`src/hdl/bpu_types_pkg.sv`:
```
// Branch prediction type definitions
// Branch kinds stored in the BTB and the states of the
// 2-bit saturating direction counters in the PHT

package bpu_types_pkg;

    // ------------------------------------------------
    // Branch type, as stored per BTB entry
    // ------------------------------------------------
    // PC-relative doubles as the conditional kind and the miss report
    typedef enum logic [1:0] {
        BR_PC_RELATIVE = 2'b00,
        BR_CALL        = 2'b01,
        BR_RETURN      = 2'b10,
        BR_INDIRECT    = 2'b11
    } br_type_t;

    // ------------------------------------------------
    // Direction counter states
    // ------------------------------------------------
    // MSB is the predicted direction
    typedef enum logic [1:0] {
        STRONG_NT = 2'b00,
        WEAK_NT   = 2'b01,
        WEAK_T    = 2'b10,
        STRONG_T  = 2'b11
    } ctr_state_t;

endpackage

```
`src/hdl/bpu_addr_pkg.sv`:
```
// Address field definitions for the branch predictor
// Tag width, sequential fetch step and the tag folding
// function shared by the BTB and the prediction stage

package bpu_addr_pkg;

    // ------------------------------------------------
    // Field widths and fetch geometry
    // ------------------------------------------------
    // Folded tag width
    localparam int TAG_WIDTH = 15;

    // Bytes per fetch access, two 32-bit instructions
    localparam int FETCH_STEP = 8;

    // ------------------------------------------------
    // Tag folding
    // ------------------------------------------------
    // Upper half of the word address XORed onto the lower half
    // Index bits take part too; cheap and good enough for aliasing
    function automatic logic [TAG_WIDTH-1:0] make_tag(
        input logic [31:2] pc
    );
        logic [TAG_WIDTH-1:0] folded;
        folded = pc[31:17] ^ pc[16:2];
        return folded;
    endfunction

endpackage

```
`src/hdl/sdpram.sv`:
```
// Simple dual-port table
// One write port and one read port, read every clock edge.
// A flop per entry tracks validity; reset clears them all.
// Read of an entry being written returns the old contents.

`timescale 1ns/10ps

module sdpram #(
    parameter int ADDR_WIDTH = 6,
    parameter int DATA_WIDTH = 32
) (
    input  logic                  clk,
    input  logic                  reset,
    input  logic                  we,
    input  logic [ADDR_WIDTH-1:0] raddr,
    input  logic [ADDR_WIDTH-1:0] waddr,
    input  logic [DATA_WIDTH-1:0] wdata,
    output logic [DATA_WIDTH-1:0] rdata,
    output logic                  rvalid
);

    localparam int DEPTH = 1 << ADDR_WIDTH;

    // Data array, no reset
    logic [DATA_WIDTH-1:0] mem [DEPTH];
    // Entry valid flags
    logic [DEPTH-1:0]      valid_bits;

    // Write side
    always_ff @(posedge clk) begin
        if (we) begin
            mem[waddr] <= wdata;
        end
    end

    always_ff @(posedge clk) begin
        if (reset) begin
            valid_bits <= '0;
        end else if (we) begin
            valid_bits[waddr] <= 1'b1;
        end
    end

    // Registered read, old value on a same-index write
    always_ff @(posedge clk) begin
        rdata <= mem[raddr];
    end

    always_ff @(posedge clk) begin
        if (reset) begin
            rvalid <= 1'b0;
        end else begin
            rvalid <= valid_bits[raddr];
        end
    end

endmodule

```
`src/hdl/btb.sv`:
```
// Branch target buffer
// Direct-mapped; each entry is a folded tag, target and type.
// Lookup reads the entry in one cycle, the tag compare follows
// on the registered RAM output. Taken updates write an entry.

`timescale 1ns/10ps

module btb
    import bpu_types_pkg::*;
    import bpu_addr_pkg::*;
#(
    parameter int ADDR_WIDTH = 6,
    parameter int BANK       = 1
) (
    input  logic        clk,
    input  logic        reset,
    input  logic [31:2] rpc,
    input  logic        upd_valid,
    input  logic        upd_taken,
    input  logic [31:2] wpc,
    input  logic [31:2] bta_i,
    input  br_type_t    br_type_i,
    output logic        hit,
    output logic [31:2] bta_o,
    output br_type_t    br_type_o
);

    // ------------------------------------------------
    // Entry layout: {tag, target, type}
    // ------------------------------------------------
    localparam int ENTRY_WIDTH = TAG_WIDTH + 30 + 2;

    logic [ADDR_WIDTH-1:0]  rd_index;
    logic [ADDR_WIDTH-1:0]  wr_index;
    logic [TAG_WIDTH-1:0]   rd_tag;
    logic [TAG_WIDTH-1:0]   wr_tag;
    logic [TAG_WIDTH-1:0]   rd_tag_q;
    logic                   we;
    logic [ENTRY_WIDTH-1:0] wr_entry;
    logic [ENTRY_WIDTH-1:0] rd_entry;
    logic                   rd_valid;
    logic [TAG_WIDTH-1:0]   ent_tag;
    logic [31:2]            ent_bta;
    logic [1:0]             ent_type;

    // Index skips BANK low word bits
    assign rd_index = rpc[ADDR_WIDTH+1+BANK : 2+BANK];
    assign wr_index = wpc[ADDR_WIDTH+1+BANK : 2+BANK];
    assign rd_tag   = make_tag(rpc);
    assign wr_tag   = make_tag(wpc);

    // Only taken branches allocate
    assign we       = upd_valid & upd_taken;
    assign wr_entry = {wr_tag, bta_i, br_type_i};

    // Lookup tag lines up with the RAM read
    always_ff @(posedge clk) begin
        rd_tag_q <= rd_tag;
    end

    sdpram #(
        .ADDR_WIDTH (ADDR_WIDTH),
        .DATA_WIDTH (ENTRY_WIDTH)
    ) u_table (
        .clk    (clk),
        .reset  (reset),
        .we     (we),
        .raddr  (rd_index),
        .waddr  (wr_index),
        .wdata  (wr_entry),
        .rdata  (rd_entry),
        .rvalid (rd_valid)
    );

    // ------------------------------------------------
    // Tag compare on the read data
    // ------------------------------------------------
    assign {ent_tag, ent_bta, ent_type} = rd_entry;

    assign hit       = rd_valid && (ent_tag == rd_tag_q);
    // Target only meaningful on a hit
    assign bta_o     = ent_bta;
    assign br_type_o = hit ? br_type_t'(ent_type) : BR_PC_RELATIVE;

endmodule

```
`src/hdl/pht.sv`:
```
// Pattern history table
// Array of 2-bit saturating counters indexed by PC bits.
// Registered read returns the direction bit; updates move the
// addressed counter one step toward the resolved direction.

`timescale 1ns/10ps

module pht
    import bpu_types_pkg::*;
#(
    parameter int ADDR_WIDTH = 8,
    parameter int BANK       = 1
) (
    input  logic        clk,
    input  logic        reset,
    input  logic [31:2] rpc,
    input  logic        upd_valid,
    input  logic [31:2] upd_pc,
    input  logic        upd_taken,
    output logic        ctr_taken
);

    localparam int DEPTH = 1 << ADDR_WIDTH;

    ctr_state_t            ctr [DEPTH];
    logic [ADDR_WIDTH-1:0] rd_index;
    logic [ADDR_WIDTH-1:0] wr_index;

    assign rd_index = rpc[ADDR_WIDTH+1+BANK : 2+BANK];
    assign wr_index = upd_pc[ADDR_WIDTH+1+BANK : 2+BANK];

    // ------------------------------------------------
    // Saturating step
    // ------------------------------------------------
    function automatic ctr_state_t next_state(
        input ctr_state_t cur,
        input logic       taken
    );
        ctr_state_t nxt;
        nxt = cur;
        case (cur)
            STRONG_NT: nxt = taken ? WEAK_NT  : STRONG_NT;
            WEAK_NT:   nxt = taken ? WEAK_T   : STRONG_NT;
            WEAK_T:    nxt = taken ? STRONG_T : WEAK_NT;
            STRONG_T:  nxt = taken ? STRONG_T : WEAK_T;
            default:   nxt = WEAK_NT;
        endcase
        return nxt;
    endfunction

    // Counter array, all weakly not-taken out of reset
    always_ff @(posedge clk) begin
        if (reset) begin
            for (int i = 0; i < DEPTH; i++) begin
                ctr[i] <= WEAK_NT;
            end
        end else if (upd_valid) begin
            ctr[wr_index] <= next_state(ctr[wr_index], upd_taken);
        end
    end

    // Direction bit, old state on a same-edge update
    always_ff @(posedge clk) begin
        ctr_taken <= ctr[rd_index][1];
    end

endmodule

```
`src/hdl/pred_select.sv`:
```
// Prediction select stage
// Delays the fetch strobe and PC alongside the table read, then
// merges BTB and PHT results into a registered prediction.

`timescale 1ns/10ps

module pred_select
    import bpu_types_pkg::*;
    import bpu_addr_pkg::*;
(
    input  logic        clk,
    input  logic        reset,
    input  logic        fetch,
    input  logic [31:2] fetch_pc,
    input  logic        hit,
    input  logic [31:2] bta,
    input  br_type_t    br_type,
    input  logic        ctr_taken,
    output logic        pred_valid,
    output logic [31:2] pred_pc,
    output logic        pred_taken,
    output br_type_t    pred_type,
    output logic        pred_hit
);

    // Sequential step in words
    localparam logic [31:2] SEQ_INC = 30'(FETCH_STEP / 4);

    logic        fetch_q;
    logic [31:2] pc_q;
    logic        taken_c;
    logic [31:2] next_pc_c;

    // ------------------------------------------------
    // Stage 1, in step with the RAM read
    // ------------------------------------------------
    always_ff @(posedge clk) begin
        if (reset) begin
            fetch_q <= 1'b0;
        end else begin
            fetch_q <= fetch;
        end
    end

    always_ff @(posedge clk) begin
        pc_q <= fetch_pc;
    end

    // Unconditional kinds always taken, conditional asks the PHT
    assign taken_c   = hit && ((br_type != BR_PC_RELATIVE) || ctr_taken);
    assign next_pc_c = taken_c ? bta : pc_q + SEQ_INC;

    // ------------------------------------------------
    // Output register
    // ------------------------------------------------
    always_ff @(posedge clk) begin
        if (reset) begin
            pred_valid <= 1'b0;
            pred_taken <= 1'b0;
            pred_hit   <= 1'b0;
        end else begin
            pred_valid <= fetch_q;
            pred_taken <= taken_c;
            pred_hit   <= hit;
        end
    end

    always_ff @(posedge clk) begin
        pred_pc   <= next_pc_c;
        pred_type <= br_type;
    end

endmodule

```
`src/hdl/bpu_top.sv`:
```
// Branch prediction lookup front end
// BTB and PHT are read in parallel on a fetch; the select stage
// registers the prediction two edges after the fetch strobe.
// One update port trains the PHT and fills the BTB.

`timescale 1ns/10ps

module bpu_top
    import bpu_types_pkg::*;
#(
    parameter int BTB_ADDR_WIDTH = 6,
    parameter int PHT_ADDR_WIDTH = 8,
    parameter int BANK           = 1
) (
    input  logic        clk,
    input  logic        reset,
    // Lookup
    input  logic        fetch,
    input  logic [31:2] fetch_pc,
    // Update from branch resolution
    input  logic        upd_valid,
    input  logic [31:2] upd_pc,
    input  logic        upd_taken,
    input  logic [31:2] upd_target,
    input  br_type_t    upd_type,
    // Prediction
    output logic        pred_valid,
    output logic [31:2] pred_pc,
    output logic        pred_taken,
    output br_type_t    pred_type,
    output logic        pred_hit
);

    logic        btb_hit;
    logic [31:2] btb_bta;
    br_type_t    btb_type;
    logic        pht_taken;

    // ------------------------------------------------
    // Tables
    // ------------------------------------------------
    btb #(
        .ADDR_WIDTH (BTB_ADDR_WIDTH),
        .BANK       (BANK)
    ) u_btb (
        .clk       (clk),
        .reset     (reset),
        .rpc       (fetch_pc),
        .upd_valid (upd_valid),
        .upd_taken (upd_taken),
        .wpc       (upd_pc),
        .bta_i     (upd_target),
        .br_type_i (upd_type),
        .hit       (btb_hit),
        .bta_o     (btb_bta),
        .br_type_o (btb_type)
    );

    pht #(
        .ADDR_WIDTH (PHT_ADDR_WIDTH),
        .BANK       (BANK)
    ) u_pht (
        .clk       (clk),
        .reset     (reset),
        .rpc       (fetch_pc),
        .upd_valid (upd_valid),
        .upd_pc    (upd_pc),
        .upd_taken (upd_taken),
        .ctr_taken (pht_taken)
    );

    // Final stage
    pred_select u_select (
        .clk        (clk),
        .reset      (reset),
        .fetch      (fetch),
        .fetch_pc   (fetch_pc),
        .hit        (btb_hit),
        .bta        (btb_bta),
        .br_type    (btb_type),
        .ctr_taken  (pht_taken),
        .pred_valid (pred_valid),
        .pred_pc    (pred_pc),
        .pred_taken (pred_taken),
        .pred_type  (pred_type),
        .pred_hit   (pred_hit)
    );

endmodule

```
`config.mk`:
```
export PLATFORM = sky130hd
export DESIGN_NAME = bpu_top
export DESIGN_NICKNAME = d
export VERILOG_FILES = /design/src/hdl/bpu_types_pkg.sv /design/src/hdl/bpu_addr_pkg.sv /design/src/hdl/sdpram.sv /design/src/hdl/btb.sv /design/src/hdl/pht.sv /design/src/hdl/pred_select.sv /design/src/hdl/bpu_top.sv
export SDC_FILE = /design/constraint.sdc
export NUM_CORES = 2
export LEC_CHECK = 0
export BUFFER_PORTS_ARGS = -buffer_cell sky130_fd_sc_hd__buf_2
export CAP_MARGIN = 40
export CORE_UTILIZATION = 45
export DETAILED_ROUTE_END_ITERATION = 6
export PLACE_DENSITY_LB_ADDON = 0.2
export SLEW_MARGIN = 0
export SYNTH_ARGS = -nofsm -noshare
export SYNTH_HDL_FRONTEND = slang
export SYNTH_SLANG_ARGS = --single-unit
```
`constraint.sdc`:
```
create_clock -name clk -period 4.2 [get_ports clk]
set_input_delay 0.21 -clock clk [delete_from_list [all_inputs] [get_ports clk]]
set_output_delay 0.21 -clock clk [all_outputs]
set_load 0.02 [all_outputs]
```
==> flow_summary.toml <==
[synth]
ys_ff_latch = 3714
ys_top_cells_by_area = "edfxtp_1 (71%), mux4_2 (18%), dfxtp_1 (2.6%)"
synth_top_area_share_pct = 71.5
synthAdderAreaFrac_pct = 0.0228
synth.distinct_cells = 57
syn-instance-count = 7003
synth_compound_area_share_pct = 1.75
synth-seq-area-share_pct = 74.1
async_reset_ff_share_pct = 0
syn_area_per_cell_um2 = 21.1
yosys_warnings = 0
synth.area.mux_share_pct = 18.8
synth_edf_count = 3520
synth-simple-area-share_pct = 3.26
netlist_area_um2 = 148000
yosys.area.top_type = "edfxtp_1"
ys.flop_type = "edfxtp_1"
syn-num-nets = 7101
synth-xor-area-share_pct = 0.427
synth_top_family_by_area = "multiplexers"

[routing]
vias = 77815
wl_per_cell_um = 35.3
drt_iter0_drc = 10118
via_per_inst = 6.35
post-route-drc-count = 0
postRouteWirelength_um = 433000
first_pass_iters = 7
antenna_left = 0

[clock_tree]
cts_tree = "built"
cts_resized = 0
clkTransAtPathRegs_ns = 0.06
cts_root_buf = "clkbuf_16"
clock_latency_ns = 0.96
h-tree-depth = 5
clkSinkCount = 3714
cts_made_buffers = 384
clk_path_buf_depth = 4
hold_buffers = 109
cts_setup_buffers = 0

[timing]
setup_ws_ns = 0.315
tns_ns = 0
relSlewSlack_pct = 37.4
finalHoldViolations = 0
skew_ns = 0.0545
slew_violations = 0
timing.hold.ws_ns = 0.0554
rsz0062_at_grt = "false"
setup_viol = 0
fmax_mhz = 257
period_needed_ns = 3.88
fin_crit_sh_pct = 92.5
tightest_slew_ns = 0.936

[outcome]
status = "complete, no violations"

[placement]
place_congestion = 0.852
placed_area_um2 = 158000
place_ws_ns = -0.0454
port_buffers = 131
dp_hpwl_um = 241000

[critical_path]
crit_path_start_kind = "input port"
worstPathMaxFanout = 21
critPathRequiredTime_ns = 4.84
worstSetupPathType = "input port to flop"
cp-end-kind = "flop"
cp.arrival_ns = 4.53

[pwr]
power_w = 0.0803
power_leakage_nw = 54.6
ir_drop_mv = 0.342
p_per_area_nw_per_um2 = 466

[die]
dieWidth_um = 575
dieHeight_um = 575
row_count = 210
die-area_um2 = 331000
pin_count = 132
core-area_um2 = 327000
start_util_pct = 45.2

[global_routing]
grt_antenna_before_repair = 27
track_usage_pct = 26.0
grt_pass1_vias = 77452
overflow = 0
grt_pass1_wl_um = 603000
grt_max_degree = 135

[finish]
ff_latch_area_um2 = 110000
fillers = 25269
multi_input_area_um2 = 36800
area_growth_pct = 16.6
drive_above_1_share_pct = 32.1
nets = 7693
finalInstanceArea_um2 = 172000

[min_path]
hold_path_class = "input port to flop"

[flow_run]
drv_cap = 0
==> synthesized netlist by cell type, drive strengths merged, types with 3 or more instances <==
master / n
o21ai: 20
nand3: 281
o22ai: 4
nor2b: 18
a21oi: 38
o2111ai: 4
mux2: 30
a211oi: 8
nor3b: 3
a31oi: 4
o31ai: 7
and3: 16
mux4: 1189
dfxtp: 194
buf: 189
xnor2: 27
nand4: 12
nand2b: 33
nor2: 264
or2: 14
xor2: 45
o21bai: 24
mux2i: 75
a21o: 203
edfxtp: 3520
clkbuf: 343
and2: 10
nand2: 110
or3: 5
nor3: 251
a22oi: 11
o21ba: 14
nor4: 8
inv: 5
==> layout by cell type (no fill, tap or decap), types with 16 or more instances in the layout <==
master / netlist / final
nand2_1: 110 / 110
a21o_1: 203 / 203
a21oi_1: 38 / 38
nand2b_1: 33 / 33
o21bai_1: 24 / 24
mux2i_1: 75 / 75
bufinv_16: 0 / 35
dlygate4sd3_1: 0 / 109
nor2_1: 264 / 190
clkbuf_1: 343 / 77
clkinv_1: 1 / 69
edfxtp_1: 3520 / 3520
nor2_4: 0 / 64
dfxtp_1: 194 / 194
buf_2: 80 / 122
nor3_1: 251 / 241
xor2_1: 45 / 30
clkbuf_16: 0 / 391
clkinv_2: 0 / 68
clkbuf_8: 0 / 20
xnor2_1: 27 / 27
and3_1: 16 / 16
o21ai_0: 20 / 20
mux2_2: 30 / 30
buf_4: 16 / 312
mux4_2: 1189 / 1189
nand3_1: 281 / 281
buf_12: 0 / 182
nor2b_1: 18 / 18
==> state kept, by name, indices dropped and copies added (netlist names), 2 cells and up <==
name,count
u_btb.rd_tag_q,15
u_btb.u_table.mem,3008
u_btb.u_table.rdata,47
u_btb.u_table.valid_bits,64
u_pht.ctr,512
u_select.pc_q,30
u_select.pred_pc,30
u_select.pred_type,2
==> area by class of cell <==
type,count,area share (%)
inverter,6,0.0131
sequential,3714,63.6
timing repair buffer,738,4.60
antenna,5,0.00726
clock inverter,214,1.30
multi-input combinational,2751,21.4
clock buffer,488,6.00
tap,4346,3.15
==> final timing paths <==
| check | start | end | slack (ns) | depth (start not counted) |
|---|---|---|---|---|
| setup / recovery | upd_pc[4] | u_pht.ctr[106][1]$_SDFFCE_PN0P_ | 0.32 | 15 |
| hold / removal | fetch_pc[21] | u_btb.rd_tag_q[4]$_DFF_P_ | 0.06 | 3 |
| setup reg to reg | u_pht.ctr[27][1]$_SDFFCE_PN0P_ | u_pht.ctr[106][1]$_SDFFCE_PN0P_ | 0.39 | 11 |
| hold reg to reg | u_select.fetch_q$_SDFF_PP0_ | u_select.pred_valid$_SDFF_PP0_ | 0.44 | 1 |
==> critical path, cell delays in order <==
cell           delay [ns]
dlygate4sd3_1        0.54
clkbuf_8             0.31
buf_12               0.27
buf_12               0.21
mux4_2               0.32
and2_1               0.18
a211oi_1             0.53
a2111oi_0            0.16
a2111oi_0            0.65
buf_4                0.22
a41o_1               0.15
maj3_4               0.27
buf_12               0.20
buf_12               0.19
nor3_1               0.06
==> metal layers <==
metal | part of all wire [%] | vias up | GRT usage (%)
met1 | 40 | 42561 | 36.7
met3 | 8.6 | 761 | 4.37
li1 | - | 30523 | -
met2 | 48 | 3962 | 42.0
met4 | 3.2 | 8 | 7.76
met5 | 0.011 | - | 0
==> report_power, final <==
group,internal (W),switching (W)
logic,0.00212,0.00292
registers,0.0410,0.000241
clock network,0.0196,0.0144
==> cell families (layout without fill, tap and decap cells) <==
logic type	after synthesis	in the layout
buffers and inverters	538	1446
other	0	5
adder cells (fa/ha/maj)	3	3
multiplexers	1294	1294
AO/OA/AOI/OAI	356	356
flip-flops	3714	3714
AND/OR/NAND/NOR	1026	1026
XOR/XNOR	72	72
==> metrics by stage <==
step	util [%]	std cells
finish	52.7	12262
global route	52.7	12259
CTS	52.6	12246
detailed placement	48.4	11435
global placement	48.3	11407
floorplan	-	7003
No activity file was read; power rests on OpenSTA's default activity.
